==> config.mk <==
export PLATFORM = sky130hd
export DESIGN_NAME = processor
export DESIGN_NICKNAME = d
export VERILOG_FILES = /design/src/isaPkg.sv /design/src/pipePkg.sv /design/src/processor.sv /design/src/memoryStage.sv /design/src/hazardUnit.sv /design/src/executeStage.sv /design/src/decodeStage.sv /design/src/registerFile.sv /design/src/fetchStage.sv
export VERILOG_INCLUDE_DIRS = /design/src
export SDC_FILE = /design/constraint.sdc
export NUM_CORES = 2
export LEC_CHECK = 0
export BUFFER_PORTS_ARGS = -buffer_cell sky130_fd_sc_hd__buf_4
export CAP_MARGIN = 5
export CORE_MARGIN = 2
export CORE_UTILIZATION = 60
export CTS_CLUSTER_DIAMETER = 40
export CTS_CLUSTER_SIZE = 8
export DETAILED_ROUTE_END_ITERATION = 12
export GPL_TIMING_DRIVEN = 1
export PLACE_DENSITY = 0.77
export SETUP_SLACK_MARGIN = 0.4
export SYNTH_ARGS = -nofsm -noshare
export SYNTH_HDL_FRONTEND = slang
export SYNTH_SLANG_ARGS = --single-unit
==> constraint.sdc <==
create_clock -name Clock -period 6.3 [get_ports Clock]
set_input_delay 0.63 -clock Clock [delete_from_list [all_inputs] [get_ports Clock]]
set_output_delay 0.63 -clock Clock [all_outputs]
set_load 0.05 [all_outputs]
==> src/pipeline_macros.svh <==
`ifndef PIPELINE_MACROS_SVH
`define PIPELINE_MACROS_SVH

// Data path and instruction word width
`define DataWidth 32

// Register index width, 32 registers
`define RegAddrWidth 5

// Byte address width of both memories
`define InstrAddrWidth 16

// Fetch address after reset
`define ResetAddr 0

`endif
==> src/isaPkg.sv <==
`include "pipeline_macros.svh"

package isaPkg;

    typedef logic [`DataWidth-1:0] dataWord;
    typedef logic [`RegAddrWidth-1:0] regAddr;
    typedef logic [`InstrAddrWidth-1:0] instrAddr;

    // ----------------------------------------
    // Instruction fields
    // ----------------------------------------

    typedef enum logic [5:0] {
        RType = 6'd0,
        Beq   = 6'd4,
        Addi  = 6'd8,
        Lw    = 6'd35,
        Sw    = 6'd43
    } opcodeE;

    // R-type function field
    typedef enum logic [5:0] {
        Add = 6'd32,
        Sub = 6'd34,
        And = 6'd36,
        Or  = 6'd37,
        Slt = 6'd42
    } functE;

    // ----------------------------------------
    // ALU
    // ----------------------------------------

    typedef enum logic [2:0] {
        AluAdd = 3'd0,
        AluSub = 3'd1,
        AluAnd = 3'd2,
        AluOr  = 3'd3,
        AluSlt = 3'd4
    } aluOpE;

endpackage

==> src/pipePkg.sv <==
`include "pipeline_macros.svh"

package pipePkg;

    import isaPkg::*;

    // ----------------------------------------
    // Stage registers
    // ----------------------------------------

    typedef struct packed {
        dataWord  rsData;
        dataWord  rtData;
        regAddr   rsAddr;
        regAddr   rtAddr;
        dataWord  imm;
        regAddr   destAddr;
        instrAddr instrPc;
        aluOpE    aluOp;
        logic     aluSrc;
        logic     regWrite;
        logic     memRead;
        logic     memWrite;
        logic     branch;
        logic     valid;
    } decodeExecT;

    typedef struct packed {
        dataWord aluResult;
        dataWord storeData;
        regAddr  destAddr;
        logic    regWrite;
        logic    memRead;
        logic    memWrite;
    } executeMemT;

    // memToReg picks the load data over the ALU result
    typedef struct packed {
        dataWord aluResult;
        regAddr  destAddr;
        logic    regWrite;
        logic    memToReg;
    } memWbT;

    // Operand source in execute
    typedef enum logic [1:0] {
        FromRegs = 2'd0,
        FromMem  = 2'd1,
        FromWb   = 2'd2
    } fwdSelE;

endpackage

==> src/processor.sv <==
`timescale 1ns/1ps

module processor (
    input  logic             Clock,
    input  logic             nReset,
    output isaPkg::instrAddr InstrAddr,
    input  isaPkg::dataWord  InstrMem,
    output isaPkg::instrAddr MemAddr,
    output logic             MemRead,
    output logic             MemWrite,
    output isaPkg::dataWord  WriteData,
    input  isaPkg::dataWord  MemData,
    input  isaPkg::regAddr   RegAddr,
    output isaPkg::dataWord  RegData,
    output logic             nStall,
    output logic             JBFlush
);

    import isaPkg::*;
    import pipePkg::*;

    logic       stall;
    logic       flush;
    fwdSelE     fwdA;
    fwdSelE     fwdB;
    instrAddr   branchTarget;
    dataWord    instr;
    instrAddr   instrPc;
    regAddr     rsAddr;
    regAddr     rtAddr;
    decodeExecT dex;
    executeMemT exm;
    memWbT      mwb;
    logic       writeEn;
    regAddr     writeAddr;
    dataWord    wbData;

    assign nStall = ~stall;

    fetchStage fetch (
        .Clock(Clock), .nReset(nReset),
        .stall(stall), .flush(flush),
        .branchTaken(JBFlush), .branchTarget(branchTarget),
        .InstrMem(InstrMem), .InstrAddr(InstrAddr),
        .instr(instr), .instrPc(instrPc)
    );

    decodeStage decode (
        .Clock(Clock), .nReset(nReset),
        .instr(instr), .instrPc(instrPc),
        .stall(stall), .flush(flush),
        .rsAddr(rsAddr), .rtAddr(rtAddr), .dex(dex),
        .writeEn(writeEn), .writeAddr(writeAddr), .writeData(wbData),
        .RegAddr(RegAddr), .RegData(RegData)
    );

    executeStage execute (
        .Clock(Clock), .nReset(nReset),
        .dex(dex), .fwdA(fwdA), .fwdB(fwdB), .wbData(wbData),
        .branchTaken(JBFlush), .branchTarget(branchTarget), .exm(exm)
    );

    hazardUnit hazard (
        .Clock(Clock), .nReset(nReset),
        .dex(dex), .exm(exm), .mwb(mwb),
        .rsAddr(rsAddr), .rtAddr(rtAddr), .branchTaken(JBFlush),
        .fwdA(fwdA), .fwdB(fwdB), .stall(stall), .flush(flush)
    );

    memoryStage memory (
        .Clock(Clock), .nReset(nReset),
        .exm(exm), .MemData(MemData),
        .MemAddr(MemAddr), .MemRead(MemRead), .MemWrite(MemWrite),
        .WriteData(WriteData), .mwb(mwb),
        .writeEn(writeEn), .writeAddr(writeAddr), .wbData(wbData)
    );

endmodule

==> src/memoryStage.sv <==
`timescale 1ns/1ps

module memoryStage (
    input  logic                Clock,
    input  logic                nReset,
    input  pipePkg::executeMemT exm,
    input  isaPkg::dataWord     MemData,
    output isaPkg::instrAddr    MemAddr,
    output logic                MemRead,
    output logic                MemWrite,
    output isaPkg::dataWord     WriteData,
    output pipePkg::memWbT      mwb,
    output logic                writeEn,
    output isaPkg::regAddr      writeAddr,
    output isaPkg::dataWord     wbData
);

    import isaPkg::*;

    // Memory port, synchronous read
    assign MemAddr   = instrAddr'(exm.aluResult);
    assign MemRead   = exm.memRead;
    assign MemWrite  = exm.memWrite;
    assign WriteData = exm.storeData;

    always_ff @(posedge Clock or negedge nReset) begin
        if (!nReset) begin
            mwb <= '0;
        end else begin
            mwb.aluResult <= exm.aluResult;
            mwb.destAddr  <= exm.destAddr;
            mwb.regWrite  <= exm.regWrite;
            mwb.memToReg  <= exm.memRead;
        end
    end

    // ----------------------------------------
    // Writeback
    // ----------------------------------------

    // Load data arrives the cycle after MemRead
    assign wbData    = mwb.memToReg ? MemData : mwb.aluResult;
    assign writeEn   = mwb.regWrite;
    assign writeAddr = mwb.destAddr;

endmodule

==> src/hazardUnit.sv <==
`timescale 1ns/1ps

module hazardUnit (
    input  logic                Clock,
    input  logic                nReset,
    input  pipePkg::decodeExecT dex,
    input  pipePkg::executeMemT exm,
    input  pipePkg::memWbT      mwb,
    input  isaPkg::regAddr      rsAddr,
    input  isaPkg::regAddr      rtAddr,
    input  logic                branchTaken,
    output pipePkg::fwdSelE     fwdA,
    output pipePkg::fwdSelE     fwdB,
    output logic                stall,
    output logic                flush
);

    import isaPkg::*;
    import pipePkg::*;

    logic rsHit;
    logic rtHit;

    // Newest producer wins
    function automatic fwdSelE pickSource(regAddr src, executeMemT memStage, memWbT wbStage);
        if (src == '0) begin
            return FromRegs;
        end
        if (memStage.regWrite && memStage.destAddr == src) begin
            return FromMem;
        end
        if (wbStage.regWrite && wbStage.destAddr == src) begin
            return FromWb;
        end
        return FromRegs;
    endfunction

    assign fwdA = pickSource(dex.rsAddr, exm, mwb);
    assign fwdB = pickSource(dex.rtAddr, exm, mwb);

    // Load in execute feeding the instruction in decode
    assign rsHit = (rsAddr != '0) && (rsAddr == dex.destAddr);
    assign rtHit = (rtAddr != '0) && (rtAddr == dex.destAddr);
    assign stall = dex.memRead && dex.regWrite && (rsHit || rtHit);

    assign flush = branchTaken;

    // A load-use stall is one cycle and never meets a flush
    assert property (@(posedge Clock) disable iff (!nReset)
        stall |-> !flush ##1 !stall)
        else $error("stall overlaps a flush or lasts too long");

endmodule

==> src/executeStage.sv <==
`timescale 1ns/1ps

module executeStage (
    input  logic                Clock,
    input  logic                nReset,
    input  pipePkg::decodeExecT dex,
    input  pipePkg::fwdSelE     fwdA,
    input  pipePkg::fwdSelE     fwdB,
    input  isaPkg::dataWord     wbData,
    output logic                branchTaken,
    output isaPkg::instrAddr    branchTarget,
    output pipePkg::executeMemT exm
);

    import isaPkg::*;
    import pipePkg::*;

    dataWord  opA;
    dataWord  opB;
    dataWord  aluB;
    dataWord  aluResult;
    instrAddr nextPc;

    // ----------------------------------------
    // Operand forwarding
    // ----------------------------------------

    always_comb begin
        case (fwdA)
            FromMem: opA = exm.aluResult;
            FromWb:  opA = wbData;
            default: opA = dex.rsData;
        endcase
        case (fwdB)
            FromMem: opB = exm.aluResult;
            FromWb:  opB = wbData;
            default: opB = dex.rtData;
        endcase
    end

    assign aluB = dex.aluSrc ? dex.imm : opB;

    always_comb begin
        case (dex.aluOp)
            AluSub:  aluResult = opA - aluB;
            AluAnd:  aluResult = opA & aluB;
            AluOr:   aluResult = opA | aluB;
            AluSlt:  aluResult = dataWord'($signed(opA) < $signed(aluB));
            default: aluResult = opA + aluB;
        endcase
    end

    // Branch resolves here with no delay slot
    assign nextPc       = dex.instrPc + instrAddr'(4);
    assign branchTarget = nextPc + instrAddr'(dex.imm << 2);
    assign branchTaken  = dex.valid && dex.branch && (opA == opB);

    always_ff @(posedge Clock or negedge nReset) begin
        if (!nReset) begin
            exm <= '0;
        end else begin
            exm.aluResult <= aluResult;
            exm.storeData <= opB;
            exm.destAddr  <= dex.destAddr;
            exm.regWrite  <= dex.regWrite;
            exm.memRead   <= dex.memRead;
            exm.memWrite  <= dex.memWrite;
        end
    end

    // The flush leaves a bubble behind a taken branch
    assert property (@(posedge Clock) disable iff (!nReset)
        branchTaken |=> !dex.valid)
        else $error("instruction behind a taken branch was not flushed");

endmodule

==> src/decodeStage.sv <==
`timescale 1ns/1ps

module decodeStage (
    input  logic               Clock,
    input  logic               nReset,
    input  isaPkg::dataWord    instr,
    input  isaPkg::instrAddr   instrPc,
    input  logic               stall,
    input  logic               flush,
    output isaPkg::regAddr     rsAddr,
    output isaPkg::regAddr     rtAddr,
    output pipePkg::decodeExecT dex,
    input  logic               writeEn,
    input  isaPkg::regAddr     writeAddr,
    input  isaPkg::dataWord    writeData,
    input  isaPkg::regAddr     RegAddr,
    output isaPkg::dataWord    RegData
);

    import isaPkg::*;
    import pipePkg::*;

    opcodeE     opcode;
    functE      funct;
    regAddr     rdAddr;
    dataWord    rsData;
    dataWord    rtData;
    decodeExecT nextDex;

    assign opcode = opcodeE'(instr[31:26]);
    assign funct  = functE'(instr[5:0]);
    assign rsAddr = instr[25:21];
    assign rtAddr = instr[20:16];
    assign rdAddr = instr[15:11];

    registerFile regFile (
        .Clock     (Clock),
        .nReset    (nReset),
        .rsAddr    (rsAddr),
        .rtAddr    (rtAddr),
        .RegAddr   (RegAddr),
        .rsData    (rsData),
        .rtData    (rtData),
        .RegData   (RegData),
        .writeEn   (writeEn),
        .writeAddr (writeAddr),
        .writeData (writeData)
    );

    // ----------------------------------------
    // Control decode
    // ----------------------------------------

    always_comb begin
        nextDex          = '0;
        nextDex.rsData   = rsData;
        nextDex.rtData   = rtData;
        nextDex.rsAddr   = rsAddr;
        nextDex.rtAddr   = rtAddr;
        nextDex.imm      = {{16{instr[15]}}, instr[15:0]};
        nextDex.instrPc  = instrPc;
        nextDex.aluOp    = AluAdd;
        nextDex.destAddr = rtAddr;
        case (opcode)
            RType: begin
                nextDex.destAddr = rdAddr;
                nextDex.regWrite = 1'b1;
                nextDex.valid    = 1'b1;
                case (funct)
                    Add: nextDex.aluOp = AluAdd;
                    Sub: nextDex.aluOp = AluSub;
                    And: nextDex.aluOp = AluAnd;
                    Or:  nextDex.aluOp = AluOr;
                    Slt: nextDex.aluOp = AluSlt;
                    default: begin
                        nextDex.regWrite = 1'b0;
                        nextDex.valid    = 1'b0;
                    end
                endcase
            end
            Addi: begin
                nextDex.aluSrc   = 1'b1;
                nextDex.regWrite = 1'b1;
                nextDex.valid    = 1'b1;
            end
            Lw: begin
                nextDex.aluSrc   = 1'b1;
                nextDex.regWrite = 1'b1;
                nextDex.memRead  = 1'b1;
                nextDex.valid    = 1'b1;
            end
            Sw: begin
                nextDex.aluSrc   = 1'b1;
                nextDex.memWrite = 1'b1;
                nextDex.valid    = 1'b1;
            end
            Beq: begin
                nextDex.aluOp  = AluSub;
                nextDex.branch = 1'b1;
                nextDex.valid  = 1'b1;
            end
            default: nextDex.valid = 1'b0;
        endcase
        // r0 is never a real destination
        if (nextDex.destAddr == '0) begin
            nextDex.regWrite = 1'b0;
        end
    end

    always_ff @(posedge Clock or negedge nReset) begin
        if (!nReset) begin
            dex <= '0;
        end else if (stall || flush) begin
            dex <= '0;
        end else begin
            dex <= nextDex;
        end
    end

endmodule

==> src/registerFile.sv <==
`timescale 1ns/1ps

module registerFile (
    input  logic             Clock,
    input  logic             nReset,
    input  isaPkg::regAddr   rsAddr,
    input  isaPkg::regAddr   rtAddr,
    input  isaPkg::regAddr   RegAddr,
    output isaPkg::dataWord  rsData,
    output isaPkg::dataWord  rtData,
    output isaPkg::dataWord  RegData,
    input  logic             writeEn,
    input  isaPkg::regAddr   writeAddr,
    input  isaPkg::dataWord  writeData
);

    import isaPkg::*;

    dataWord regs [32];

    always_ff @(posedge Clock) begin
        if (writeEn && writeAddr != '0) begin
            regs[writeAddr] <= writeData;
        end
    end

    // Writeback value bypasses the array in the same cycle
    assign rsData = (rsAddr == '0) ? '0 :
                    (writeEn && writeAddr == rsAddr) ? writeData : regs[rsAddr];
    assign rtData = (rtAddr == '0) ? '0 :
                    (writeEn && writeAddr == rtAddr) ? writeData : regs[rtAddr];

    // Debug read
    assign RegData = (RegAddr == '0) ? '0 : regs[RegAddr];

    // Decode never lets a write to r0 reach writeback
    assert property (@(posedge Clock) disable iff (!nReset)
        writeEn |-> writeAddr != '0)
        else $error("register file write to r0");

endmodule

==> src/fetchStage.sv <==
`timescale 1ns/1ps
`include "pipeline_macros.svh"

module fetchStage (
    input  logic              Clock,
    input  logic              nReset,
    input  logic              stall,
    input  logic              flush,
    input  logic              branchTaken,
    input  isaPkg::instrAddr  branchTarget,
    input  isaPkg::dataWord   InstrMem,
    output isaPkg::instrAddr  InstrAddr,
    output isaPkg::dataWord   instr,
    output isaPkg::instrAddr  instrPc
);

    import isaPkg::*;

    instrAddr pc;

    assign InstrAddr = pc;

    // Branch redirect wins over a held PC
    always_ff @(posedge Clock or negedge nReset) begin
        if (!nReset) begin
            pc <= instrAddr'(`ResetAddr);
        end else if (branchTaken) begin
            pc <= branchTarget;
        end else if (!stall) begin
            pc <= pc + instrAddr'(4);
        end
    end

    // Fetch/decode register, zero word acts as a bubble
    always_ff @(posedge Clock or negedge nReset) begin
        if (!nReset) begin
            instr   <= '0;
            instrPc <= '0;
        end else if (flush) begin
            instr   <= '0;
            instrPc <= pc;
        end else if (!stall) begin
            instr   <= InstrMem;
            instrPc <= pc;
        end
    end

endmodule

After elaboration in Yosys (flattened, before gate mapping)
Memories as Yosys holds them, arrays and structs flattened.
Index checks and enable logic that the tools add are counted.
- memories: 1
- RAM bits: 1024
- logic and storage cells: 147
- register bits after elaboration: 311
- memory list (memory ; words ; width ; read ports ; clocked after Yosys merged registers in ; write ports ; RTL line ; text):
    decode.regFile.regs ; 32 ; 32 ; 3 ; 0 ; 1 ; registerFile.sv:19 ; dataWord regs [32];
- order comparisons: 1
- add/subtract/negate cells: 5
- bitwise logic cells: 3
- reduce and logical (&&, ||, !) cells: 29
- mux-type cells: 54
- equal/unequal tests: 27
- operators with widths (kind ; number):
    two-way mux 32 bit ; 9
    two-way mux 136 bit ; 1
    case mux 32 bit (2 select lines) ; 2
    case mux 32 bit (4 select lines) ; 1
    two-way mux 16 bit ; 4
    equality test 6 bit, second input constant ; 7
    equality test 5 bit ; 8
    adder 16 x 3 -> 16 bit, second input constant ; 2
    adder 32 bit ; 1
    AND 32 bit ; 1
    equality test 32 bit ; 1
    less-than comparator 32 bit ; 1
    OR 32 bit ; 1
    subtractor 32 bit ; 1
    logical NOT 5 bit ; 6
    two-way mux 2 bit ; 12
    two-way mux 1 bit ; 20
    adder 16 bit ; 1
    nonzero test 5 bit ; 3
    logical AND 1 bit ; 13
    case mux 3 bit (4 select lines) ; 1
    equality test 3 x 2 -> 1 bit, second input constant ; 2
    equality test 6 x 3 -> 1 bit, second input constant ; 1
    equality test 6 x 4 -> 1 bit, second input constant ; 1
    15 further kinds ; 19

Depth between registers and ports, before layout
- word-level depth: 15
- mapped depth: 24
- gate-level depth less buffers: 23

By module
Synthesis repeated with hierarchy kept, for this count alone.
- cells, all modules: 5287
- area, all modules: 75333.5 sq um
- modules (own cells, without submodules) (module ; times used ; cells an instance ; area each (sq um) ; sequential area each (sq um)):
    registerFile ; 1 ; 3308 ; 56741.9 ; 30749.5
    executeStage ; 1 ; 1253 ; 9265.1 ; 1801.7
    decodeStage ; 1 ; 312 ; 4211.5 ; 3002.9
    fetchStage ; 1 ; 226 ; 2762.6 ; 1601.5
    memoryStage ; 1 ; 131 ; 1940.6 ; 975.9
    hazardUnit ; 1 ; 56 ; 407.9 ; 0.0
    processor ; 1 ; 1 ; 3.8 ; 0.0

Worst setup path before layout
OpenSTA, ideal clock, no wires.
- path kind: flip-flop to flip-flop
- from: register, netlist name decode.dex[64]
- to: register, netlist name execute.exm[64]
- arrival: 4.974 ns
- library setup time: 0.077 ns
- clock period less this slack: 5.051 ns
- path buffers: 3
- setup slack: 1.249 ns
- cell stages (with the launch flop): 22
- cells stage by stage: dfrtp_1 > xor2_1 > nor4_1 > and3_1 > nor2b_1 > inv_1 > ha_1 > clkbuf_1 > clkbuf_1 > a221o_1 > o21ai_0 > o21ai_0 > ha_1 > clkbuf_1 > or2_2 > or3_1 > or4_1 > o21ai_0 > o22a_1 > o21ai_0 > a31o_2 > a21oi_1
- cells in the longest elaborated chain, start to end: 13
- ends and longest elaborated chain (element ; RTL line ; text):
    equality test 5 bit ; hazardUnit.sv:32 ; if (wbStage.regWrite && wbStage.destAddr == src) begin
    logical AND 1 bit ; hazardUnit.sv:32 ;
    two-way mux 1 bit (2 in series) ; hazardUnit.sv:32 ;
    two-way mux 1 bit ; hazardUnit.sv:29 ; if (memStage.regWrite && memStage.destAddr == src) begin
    two-way mux 2 bit ; hazardUnit.sv:35 ; return FromRegs;
    two-way mux 2 bit ; hazardUnit.sv:32 ;
    two-way mux 2 bit (*) ; hazardUnit.sv:29 ;
    equality test 2 bit or equality test 2 x 1 -> 1 bit (tied branches) ; executeStage.sv:34 ; case (fwdB)
    case mux 32 bit (2 select lines) (*) ; executeStage.sv:34 ;
    two-way mux 32 bit (*) ; executeStage.sv:41 ; assign aluB = dex.aluSrc ? dex.imm : opB;
    adder 32 bit (tied with other cells) ; executeStage.sv:49 ; default: aluResult = opA + aluB;
    case mux 32 bit (4 select lines) (*) ; executeStage.sv:44 ; case (dex.aluOp)
    net execute.aluResult[24] ; executeStage.sv:21 ; dataWord aluResult;
The timed path passes the listed nets; every way through them passes the cells marked *. The select of a mux whose other input is x is not followed.
A chain may end at the register's enable or synchronous reset.

Worst setup path after layout
- from: register, netlist name execute.exm[5]
- to: output port JBFlush
- cells in the longest elaborated chain, start to end: 11
- ends and longest elaborated chain (element ; RTL line ; text):
    equality test 5 bit ; hazardUnit.sv:29 ;
    logical AND 1 bit ; hazardUnit.sv:29 ;
    two-way mux 2 bit ; hazardUnit.sv:29 ;
    two-way mux 2 bit ; hazardUnit.sv:32 ;
    two-way mux 2 bit ; hazardUnit.sv:35 ;
    two-way mux 2 bit ; hazardUnit.sv:32 ;
    two-way mux 2 bit ; hazardUnit.sv:29 ;
    equality test 2 bit (tied with other cells) ; executeStage.sv:29 ; case (fwdA)
    case mux 32 bit (2 select lines), on equally long branches ; executeStage.sv:29, executeStage.sv:34 ;
    equality test 32 bit (*) ; executeStage.sv:56 ; assign branchTaken = dex.valid && dex.branch && (opA == opB);
    logical AND 1 bit (*) ; executeStage.sv:56 ;
    to (decl) ; processor.sv:16 ; output logic JBFlush
Every way passes the cells marked *; elsewhere a longest branch is shown, timed or not. The select of a mux whose other input is x is not followed.

==> flow_summary.json <==
{
  "stdcell_count": 6776,
  "final_cell_mix": "edfxtp_1 (1,024), mux4_2 (810), nor2_1 (378)",
  "fin_worst_skew_ns": 0.03227,
  "cp-startpoint": "execute.exm[5]$_DFF_PN0_",
  "avgSynthCellArea_um2": 15.00,
  "finalNetCount": 5239,
  "r2r_start": "decode.dex[63]$_DFF_PN0_",
  "initial_utilization_pct": 60.63,
  "min_from": "InstrMem[16]",
  "intPower_w": 0.01867,
  "setup-tns-final_ns": 0,
  "cts.sinks": 1319,
  "htree_levels": 4,
  "synth_seq_cells": 1319,
  "fin_crit_sh_pct": 91.30,
  "gp_congestion": 0.9764,
  "seq_power_share_pct": 42.0,
  "rsz0062_at_grt": "false",
  "synth-edff-count": 1024,
  "relSlewSlack_pct": 9.695,
  "fill_cells": 7886,
  "hold_class": "input port to flip-flop",
  "grt_pass1_wl_um": 350600,
  "cp_slowest_cell": "or4_4",
  "cts_buffers": 204,
  "arrival_ns": 5.12,
  "io_buffer_count": 170,
  "std_cell_rows": 128,
  "place_hpwl_um": 140000,
  "timing.fmax_ghz": 0.1738,
  "grt_pass1_vias": 51190,
  "boundaryPins": 171,
  "swShare_pct": 29.89,
  "cp-end-kind": "primary output",
  "seq_area_frac_synth_pct": 51.47,
  "synthToLayoutAreaGrowth_pct": 12.45,
  "worstPathRequired_ns": 5.67,
  "tritoncts": "built",
  "critical_path.startpoint_type": "flip-flop",
  "synthArstFlopShare_pct": 22.37,
  "synth_cells": 4940,
  "grt_max_degree": 152,
  "gr-total-overflow": 0,
  "p_per_area_mw_per_mm2": 319.8,
  "clkPwrFrac_pct": 37.9,
  "root_buffer": "clkbuf_16",
  "fin_ws_ns": 0.5479,
  "finalHoldViolations": 0,
  "slowest_delay_ns": 0.59,
  "crit_type": "flip-flop to primary output",
  "clk_latency_ns": 0.83,
  "drc": 0,
  "yosys_warnings": 0,
  "vias": 51340,
  "dp_slack_ns": 0.4414,
  "slew_violations": 0,
  "min_period_ns": 5.752,
  "ys.flop_type": "edfxtp_1",
  "ir_worst_vdd_v": 0.0003833,
  "drive_above_1_share_pct": 30.27,
  "cts_buffer_depth": 3,
  "fp.coreArea_mm2": 0.1222,
  "outcome": "complete, no violations",
  "drt-vias-per-instance": 7.577,
  "final_common_cell": "edfxtp_1",
  "p_leak_nw": 29.62,
  "dieHeight_um": 355.4,
  "path_cells": "xor2_1 -> nor4_1 -> and3_1 -> o21a_1 -> inv_1 -> ha_2 -> inv_1 -> buf_4 -> a221o_1 -> xnor2_1 -> nand2_1 -> or4_4 -> nor4_4 -> and2_4 -> buf_4",
  "antenna_left": 0,
  "tightestPinTransition_ns": 1.351,
  "setup-violations-final": 0,
  "power_switching_w": 0.007962,
  "dieArea_mm2": 0.1263,
  "cts.clk_slew.worst_paths_ns": 0.05,
  "drtIter0Drc": 7890,
  "post-route-util_pct": 68.17,
  "die_x_um": 355.4,
  "path_max_fanout": 19,
  "drt_pass1_iterations": 9,
  "yosys.cell_types.count": 75,
  "antenna_found_initial": 7,
  "combPwrFrac_pct": 20.1,
  "dp.cells": 6454,
  "drv_cap": 0,
  "totalPowerFinal_w": 0.02664,
  "netlist_area_mm2": 0.07409,
  "wl_um": 243300,
  "grt.total_usage_pct": 38.71,
  "detail_route.wl_per_cell_um": 35.91
}
## layout make-up
type / instances / area, µm² / area share (%)
antenna: 1 / 2.502 / 0.003004
tap: 1625 / 2033 / 2.441
clock buffer: 265 / 5456 / 6.550
inverter: 146 / 551.8 / 0.6624
sequential: 1319 / 38170 / 45.82
multi-input combinational: 3066 / 34010 / 40.82
clock inverter: 52 / 519.2 / 0.6233
timing repair buffer: 302 / 2564 / 3.077
## synth_stat cells, types with 5 or more instances
cell type	instances	area share, %
buf_1	89	0.45
xnor2_1	68	0.80
a22oi_1	59	0.60
a21oi_1	236	1.6
o21bai_1	21	0.21
a21o_1	15	0.15
o221a_2	5	0.076
nand4_1	18	0.15
or3_1	11	0.093
buf_2	15	0.10
a221oi_1	64	0.76
clkbuf_1	280	1.4
o22ai_1	27	0.23
nor4_1	14	0.12
nor2b_1	14	0.12
and2_1	57	0.48
o22a_1	6	0.071
nor2_1	402	2.0
mux2_4	14	0.28
xor2_1	27	0.32
o31ai_1	7	0.071
edfxtp_1	1024	42
o211ai_1	36	0.36
ha_1	126	2.1
mux2_2	87	1.3
mux4_2	810	25
o21ai_0	249	1.7
a31oi_1	17	0.14
and3_1	9	0.076
nand3_1	34	0.23
mux2i_1	257	3.5
nand2b_1	23	0.19
or2_2	7	0.059
o21a_1	10	0.10
a221o_1	58	0.78
or4_1	7	0.071
inv_1	145	0.73
nand2_1	118	0.60
nand3b_1	9	0.091
nor3_1	49	0.33
buf_4	53	0.54
dfrtp_1	295	10
## final timing paths
| path | endpoint | slack, ns | cells past startpoint |
|---|---|---|---|
| max in group asynchronous | fetch.instr[18]$_DFFE_PN0N_ | 4.44 | 3 |
| max reg2reg | execute.exm[71]$_DFF_PN0_ | 0.73 | 20 |
| min reg2reg | execute.exm[0]$_DFF_PN0_ | 0.35 | 0 |
| min | fetch.instr[16]$_DFFE_PN0N_ | 0.04 | 3 |
| min in group asynchronous | execute.exm[15]$_DFF_PN0_ | 0.43 | 2 |
| max | JBFlush | 0.55 | 15 |
## worst max-delay path: cells and delay by family (launching register included)
| kind | cells | cell delay (ns) |
|---|---|---|
| AO/OA/AOI/OAI | 2 | 0.61 |
| XOR/XNOR | 2 | 0.37 |
| adder cells (fa/ha/maj) | 1 | 0.42 |
| buffers and inverters | 4 | 0.57 |
| flip-flops | 1 | 0.42 |
| AND/OR/NAND/NOR | 6 | 1.91 |
## flip-flops by register name (all words and copies together), names as in the netlist
register,flops
memory.writeEn,1
decode.dex,120
fetch.instr,32
fetch.InstrAddr,16
fetch.instrPc,16
memory.writeAddr,5
memory.mwb,33
execute.exm,72
decode.regFile.regs,1024
## what timing repair did
action / CTS / global route
pin swaps: 1 / 7
gates cloned: 0 / 1
hold buffers: 1 / 0
buffers inserted: 1 / 1
hold endpoints to repair: 90 / 0
setup endpoints to repair: 2 / 13
resized for setup: 7 / 21
## kinds of logic (layout without fill, tap and decap cells)
kind of cell    count (synthesis)  count (layout)  share of synthesized area (%)
buf+inv                       586             765                          3.293
flops                        1319            1319                          51.47
xor+xnor                       95              95                          1.123
mux                          1168            1168                          29.70
compound gates                856             856                          7.385
fa+ha+maj                     129             129                          2.209
simple gates                  786             786                          4.813
other cells                     1              33                       0.005062
## metrics by stage
stage          instance area (µm²)  hold slack, ns
6_report                     83310         0.04155
5_1_grt                      83310         0.04920
4_1_cts                      83190        0.007824
3_5_place_dp                 77180          0.3387
3_3_place_gp                 77180          0.3422
2_1_floorplan                74200          0.3312
## per-layer routing
layer  part of all wire (%)  track usage (%)  vias up  wire [µm]
li1                       -                -    20070          -
met1                     32            49.56    25630      78710
met2                     45            58.68     4600     110600
met3                     15            12.01     1038      36550
met4                    7.2            23.17        6      17420
met5                  0.016                0        -         40
## power groups by stage
| stage | Sequential (W) | Combinational [W] | Clock, W |
|---|---|---|---|
| after floorplan | 0.0111 | 0.00354 | 0 |
| after global placement | 0.0113 | 0.00507 | 0 |
| after detailed placement | 0.0113 | 0.00514 | 0 |
| after CTS | 0.0112 | 0.00518 | 0.0101 |
| after global routing | 0.0112 | 0.00563 | 0.0105 |
| final | 0.0112 | 0.00535 | 0.0101 |
No activity file was read; power rests on OpenSTA's default activity.
